==> src/include/issue_params.svh <==
`ifndef ISSUE_PARAMS_SVH
`define ISSUE_PARAMS_SVH

// lanes per cycle, in and out
`define N_WAY 3
`define XLEN 32

// physical register space
`define N_PHY_REG 64
`define TAG_BITS 6
`define ZERO_REG 0

// per-cycle issue limits by unit kind
`define EX_ALU_UNITS 2
`define EX_MULT_UNITS 1
`define EX_LOAD_UNITS 1
`define EX_STORE_UNITS 1
`define EX_BRANCH_UNITS 1

`endif

==> src/hw/rv32_isa_pkg.sv <==
package rv32_isa_pkg;

	// major opcodes handled by the decoder
	typedef enum logic [6:0] {
		OPC_LUI    = 7'b0110111,
		OPC_AUIPC  = 7'b0010111,
		OPC_JAL    = 7'b1101111,
		OPC_JALR   = 7'b1100111,
		OPC_BRANCH = 7'b1100011,
		OPC_LOAD   = 7'b0000011,
		OPC_STORE  = 7'b0100011,
		OPC_IMM    = 7'b0010011,
		OPC_REG    = 7'b0110011
	} opcode_e;

	// R-type field layout, other formats reuse the same bit positions
	typedef struct packed {
		logic [6:0] funct7;
		logic [4:0] rs2;
		logic [4:0] rs1;
		logic [2:0] funct3;
		logic [4:0] rd;
		opcode_e opcode;
	} inst_word_t;

	// funct3 for integer ops
	localparam logic [2:0] F3_ADD = 3'b000;
	localparam logic [2:0] F3_SLL = 3'b001;
	localparam logic [2:0] F3_SLT = 3'b010;
	localparam logic [2:0] F3_SLTU = 3'b011;
	localparam logic [2:0] F3_XOR = 3'b100;
	localparam logic [2:0] F3_SR = 3'b101;
	localparam logic [2:0] F3_OR = 3'b110;
	localparam logic [2:0] F3_AND = 3'b111;

	// funct7 variants
	localparam logic [6:0] F7_BASE = 7'b0000000;
	localparam logic [6:0] F7_ALT = 7'b0100000;
	localparam logic [6:0] F7_MULDIV = 7'b0000001;

endpackage

==> src/hw/issue_pkg.sv <==
`include "issue_params.svh"

package issue_pkg;

	typedef enum logic [2:0] {ALU, MULT, LOAD, STORE, BRANCH} exec_unit_e;

	typedef enum logic [1:0] {OPA_RS1, OPA_PC, OPA_ZERO} opa_sel_e;

	typedef enum logic [2:0] {
		OPB_RS2, OPB_I_IMM, OPB_S_IMM, OPB_B_IMM, OPB_U_IMM, OPB_J_IMM
	} opb_sel_e;

	typedef enum logic [3:0] {
		ALU_ADD, ALU_SUB, ALU_SLT, ALU_SLTU, ALU_AND, ALU_OR, ALU_XOR,
		ALU_SLL, ALU_SRL, ALU_SRA, ALU_MUL, ALU_MULH, ALU_MULHSU, ALU_MULHU
	} alu_func_e;

	////////////////////////////////////////////////////
	// stage traffic
	////////////////////////////////////////////////////

	// renamed instruction from the reservation station
	typedef struct packed {
		logic valid;
		rv32_isa_pkg::inst_word_t inst;
		logic [`XLEN-1:0] pc;
		logic [`XLEN-1:0] npc;
		logic [`TAG_BITS-1:0] src_tag_1;
		logic [`TAG_BITS-1:0] src_tag_2;
		logic [`TAG_BITS-1:0] dest_tag;
	} rs_lane_t;

	typedef struct packed {
		logic en;
		logic [`TAG_BITS-1:0] idx;
		logic [`XLEN-1:0] data;
	} wb_port_t;

	typedef struct packed {
		opa_sel_e opa_sel;
		opb_sel_e opb_sel;
		alu_func_e alu_func;
		logic rd_mem;
		logic wr_mem;
		logic cond_branch;
		logic uncond_branch;
		logic illegal;
		exec_unit_e unit;
		logic [`TAG_BITS-1:0] dest_idx;
	} decoded_t;

	typedef struct packed {
		logic valid;
		logic [`XLEN-1:0] pc;
		logic [`XLEN-1:0] npc;
		rv32_isa_pkg::inst_word_t inst;
		logic [`XLEN-1:0] rs1_value;
		logic [`XLEN-1:0] rs2_value;
		opa_sel_e opa_sel;
		opb_sel_e opb_sel;
		alu_func_e alu_func;
		logic rd_mem;
		logic wr_mem;
		logic cond_branch;
		logic uncond_branch;
		logic illegal;
		exec_unit_e unit;
		logic [`TAG_BITS-1:0] dest_idx;
	} issue_packet_t;

endpackage

==> src/hw/inst_decoder.sv <==
`timescale 1ns/100ps
`include "issue_params.svh"

module inst_decoder (
	input  issue_pkg::rs_lane_t lane,
	output issue_pkg::decoded_t decoded
);
	import rv32_isa_pkg::*;
	import issue_pkg::*;

	inst_word_t inst;

	// integer op from funct3, alt picks SUB or SRA
	function automatic alu_func_e int_func(input logic [2:0] f3, input logic alt);
		alu_func_e f;
		case (f3)
			F3_ADD: f = alt ? ALU_SUB : ALU_ADD;
			F3_SLL: f = ALU_SLL;
			F3_SLT: f = ALU_SLT;
			F3_SLTU: f = ALU_SLTU;
			F3_XOR: f = ALU_XOR;
			F3_SR: f = alt ? ALU_SRA : ALU_SRL;
			F3_OR: f = ALU_OR;
			default: f = ALU_AND;
		endcase
		return f;
	endfunction

	assign inst = lane.inst;

	always_comb begin : decode_lane
		logic writes_rd;
		// defaults are an add of rs1 and rs2 with no destination
		decoded = '0;
		decoded.opa_sel = OPA_RS1;
		decoded.opb_sel = OPB_RS2;
		decoded.alu_func = ALU_ADD;
		decoded.unit = ALU;
		writes_rd = 1'b0;
		if (lane.valid) begin
			case (inst.opcode)
				OPC_LUI: begin
					decoded.opa_sel = OPA_ZERO;
					decoded.opb_sel = OPB_U_IMM;
					writes_rd = 1'b1;
				end
				OPC_AUIPC: begin
					decoded.opa_sel = OPA_PC;
					decoded.opb_sel = OPB_U_IMM;
					writes_rd = 1'b1;
				end
				OPC_JAL: begin
					decoded.opa_sel = OPA_PC;
					decoded.opb_sel = OPB_J_IMM;
					decoded.uncond_branch = 1'b1;
					writes_rd = 1'b1;
				end
				OPC_JALR: begin
					if (inst.funct3 == 3'b000) begin
						decoded.opb_sel = OPB_I_IMM;
						decoded.uncond_branch = 1'b1;
						writes_rd = 1'b1;
					end else begin
						decoded.illegal = 1'b1;
					end
				end
				OPC_BRANCH: begin
					decoded.unit = BRANCH;
					// funct3 010 and 011 are unused
					if (inst.funct3[2:1] != 2'b01) begin
						decoded.opa_sel = OPA_PC;
						decoded.opb_sel = OPB_B_IMM;
						decoded.cond_branch = 1'b1;
					end else begin
						decoded.illegal = 1'b1;
					end
				end
				OPC_LOAD: begin
					decoded.unit = LOAD;
					if (inst.funct3 inside {3'b000, 3'b001, 3'b010, 3'b100, 3'b101}) begin
						decoded.opb_sel = OPB_I_IMM;
						decoded.rd_mem = 1'b1;
						writes_rd = 1'b1;
					end else begin
						decoded.illegal = 1'b1;
					end
				end
				OPC_STORE: begin
					decoded.unit = STORE;
					if (inst.funct3 inside {3'b000, 3'b001, 3'b010}) begin
						decoded.opb_sel = OPB_S_IMM;
						decoded.wr_mem = 1'b1;
					end else begin
						decoded.illegal = 1'b1;
					end
				end
				OPC_IMM: begin
					// shift immediates keep funct7 in the upper bits
					if ((inst.funct3 == F3_SLL && inst.funct7 != F7_BASE) ||
							(inst.funct3 == F3_SR && !(inst.funct7 inside {F7_BASE, F7_ALT}))) begin
						decoded.illegal = 1'b1;
					end else begin
						decoded.opb_sel = OPB_I_IMM;
						decoded.alu_func = int_func(inst.funct3,
							(inst.funct3 == F3_SR) && (inst.funct7 == F7_ALT));
						writes_rd = 1'b1;
					end
				end
				OPC_REG: begin
					if (inst.funct7 == F7_MULDIV) begin
						decoded.unit = MULT;
						// only the multiply half of M is supported
						case (inst.funct3)
							3'b000: decoded.alu_func = ALU_MUL;
							3'b001: decoded.alu_func = ALU_MULH;
							3'b010: decoded.alu_func = ALU_MULHSU;
							3'b011: decoded.alu_func = ALU_MULHU;
							default: decoded.illegal = 1'b1;
						endcase
						writes_rd = !decoded.illegal;
					end else if (inst.funct7 == F7_BASE) begin
						decoded.alu_func = int_func(inst.funct3, 1'b0);
						writes_rd = 1'b1;
					end else if (inst.funct7 == F7_ALT &&
							(inst.funct3 == F3_ADD || inst.funct3 == F3_SR)) begin
						decoded.alu_func = int_func(inst.funct3, 1'b1);
						writes_rd = 1'b1;
					end else begin
						decoded.illegal = 1'b1;
					end
				end
				default: decoded.illegal = 1'b1;
			endcase
		end
		decoded.dest_idx = writes_rd ? lane.dest_tag : `TAG_BITS'(`ZERO_REG);
	end

endmodule

==> config.mk <==
export PLATFORM = sky130hd
export DESIGN_NAME = inst_decoder
export DESIGN_NICKNAME = d
export VERILOG_FILES = /design/src/hw/rv32_isa_pkg.sv /design/src/hw/issue_pkg.sv /design/src/hw/inst_decoder.sv
export VERILOG_INCLUDE_DIRS = /design/src /design/src/include
export SDC_FILE = /design/constraint.sdc
export NUM_CORES = 1
export LEC_CHECK = 0
export ABC_AREA = 0
export ABC_CLOCK_PERIOD_IN_PS = 1800
export BUFFER_PORTS_ARGS = -buffer_cell sky130_fd_sc_hd__buf_2
export CAP_MARGIN = 40
export CORE_MARGIN = 3
export CORE_UTILIZATION = 25
export DETAILED_ROUTE_END_ITERATION = 6
export MAX_ROUTING_LAYER = met4
export PLACE_DENSITY = 0.88
export SYNTH_ARGS = -nofsm -noshare
export SYNTH_HDL_FRONTEND = slang
export SYNTH_SLANG_ARGS = --single-unit
==> constraint.sdc <==
create_clock -name vclk -period 1.8
set_clock_uncertainty 0.2 [all_clocks]
set_input_delay 0 -clock vclk [all_inputs]
set_output_delay 0 -clock vclk [all_outputs]
set_load 0.005 [all_outputs]
==> impl_metrics.toml <==
[synthesis]
synthesis.instances = 114
syn_nets = 229
seq_area_frac_synth_pct = 0
synthesis.area_sq_um = 762
synth_top_area_cell = "a21oi_1"
synth_cell_types = 52
synthTopCellsByArea = "a21oi_1 6.6%, and3_1 6.6%, nor3_1 6.6%"
yosysWarnings = 0
syn_avg_cell_area_sq_um = 6.68
yosysTopAreaCellShare_pct = 6.57

[critical_path]
slowest_stage = "or4_4"
worstPathArrival_ns = 1.73
endpoint_kind = "output port"
path_max_fanout = 4
path_cells = "buf_6, or4_4, or4b_4, nor3_4, a32oi_1, a21oi_1, buf_2"
critPathMaxStageDelay_ns = 0.56
required_ns = 1.60
crit_type = "input pin to output port"
cp-start-kind = "input pin"

[grt]
met1_usage_pct = 20.1
use_met3_pct = 1.68
grt_pass1_wl_um = 4530
track_usage_pct = 15.4
grt_pass1_vias = 1067
grt_antenna_before_repair = 0
grt_max_degree = 14
grtUsageMet2_pct = 26.0
grt_overflow = 0
grt-busiest-layer = "met2"

[flow_run]
cap_violations = 0

[layout]
design.seq.count = 0
post-route-util_pct = 42.6
instances_no_fill = 201
final_common_cell = "buf_2"
drive_above_1_share_pct = 50.6
clockBufferCount = 0
synthToLayoutAreaGrowth_pct = 58.3
layout_common_cells = "45 x buf_2, 17 x buf_4, 9 x nor3_1"
final_cell_area_sq_mm = 0.00121
final-seq-area_sq_um = 0
final_nets = 287
num_antenna_cells = 0

[floorplanning]
dieWidth_um = 61.2
dieArea_sq_mm = 0.00375
initial_utilization_pct = 26.9
io_pins = 138
fp.dieH_um = 61.2
coreArea_sq_mm = 0.00283
rows = 19

[routing]
wl_um = 2950
dr.pass1.iters = 4
drtIter0Drc = 48
vias_per_cell = 5.77
route.detailed.drc = 0
avgRoutedWirePerCell_um = 14.7
ant_nets = 0
dr_total_vias = 1160

[power_and_ir_drop]
power_density_mw_per_mm2 = 142
vdd_drop_max_mv = 0.0478
p_leak_nw = 0.543

[sta]
min_period_ns = 1.93
setup_viol = 4
whs_ns = 0.0940
fin_ws_ns = -0.131
fin_crit_sh_pct = 107
slew_headroom_pct = 66.6
tightest_slew_ns = 0.496
drv_slew = 0
fmax_ghz = 0.518
rsz0062_at_grt = "true"
hold_viol = 0

[outcome]
outcome = "finished, violations left"
violations = "negative setup slack"

[placed_design]
port_buffers = 47
dp_hpwl_um = 2360
place_inst = 201
place_area_sq_mm = 0.00112
gp_congestion = 0.915

[clocking]
ctsHoldBuffers = 0

[min_path]
worstHoldPathType = "input pin to output port"
-- logic make-up after synthesis --
logic type | count (synthesis) | synth area share, %
and+or+nand+nor | 66 | 54.4
AOI/OAI and AO/OA | 32 | 32.5
buffers and inverters | 12 | 8.04
xor gates and xnor gates | 2 | 2.30
muxes | 2 | 2.79
-- Yosys cell counts (all sizes together), types with 2 or more instances --
cell type   n
a2111oi     2
a21oi      10
and2b       3
and3        8
buf         5
clkbuf      3
inv         4
nand2       7
nand2b      4
nand3       4
nand3b      2
nand4       2
nor2        9
nor2b       2
nor3       11
o21ai       5
or2         2
or3         2
or3b        2
-- power breakdown --
part           total [mW]  leakage (nW)  internal [mW]  switching [mW]
Clock                   0             0              0               0
Combinational       0.171         0.543         0.0773          0.0935
Sequential              0             0              0               0
-- final timing paths --
kind                  startpoint           to  depth (start not counted)
worst max-delay path   lane[108]  decoded[14]                          7
worst min-delay path     lane[0]   decoded[0]                          3
-- cell type report --
type                       count  area (sq um)
tap                           31          38.8
timing repair buffer          64           375
fill                         292          1620
inverter                       4          15.0
multi-input combinational    102           777
-- metrics by stage --
stage / power (mW) / setup TNS [ns] / worst slack [ns]
detailed placement: 0.158 / -1.77 / -0.180
CTS: 0.163 / -0.449 / -0.139
global placement: 0.153 / -1.51 / -0.162
global route: 0.185 / -0.954 / -0.209
floorplan: 0.0886 / 0 / 0.0615
finish: 0.171 / -0.344 / -0.131
-- layer usage --
| layer | up-vias | wire [um] |
|---|---|---|
| li1 | 561 | - |
| met1 | 545 | 1240 |
| met2 | 50 | 1460 |
| met3 | 4 | 212 |
| met4 | 0 | 36 |
| met5 | - | 0 |
-- timing repair --
| item | in CTS | in global routing |
|---|---|---|
| pin swaps | 3 | 6 |
| setup buffers | 0 | 1 |
| gates resized for setup | 4 | 10 |
| endpoints found under the setup margin | 12 | 13 |
| endpoints found under the hold margin | 0 | 0 |
-- worst max-delay path, delay by kind of cell --
| family | cells | cell delay (ns) |
|---|---|---|
| AOI/OAI and AO/OA | 2 | 0.24 |
| buffers and inverters | 2 | 0.22 |
| and+or+nand+nor | 3 | 1.27 |
(Power assumes the default switching activity.)
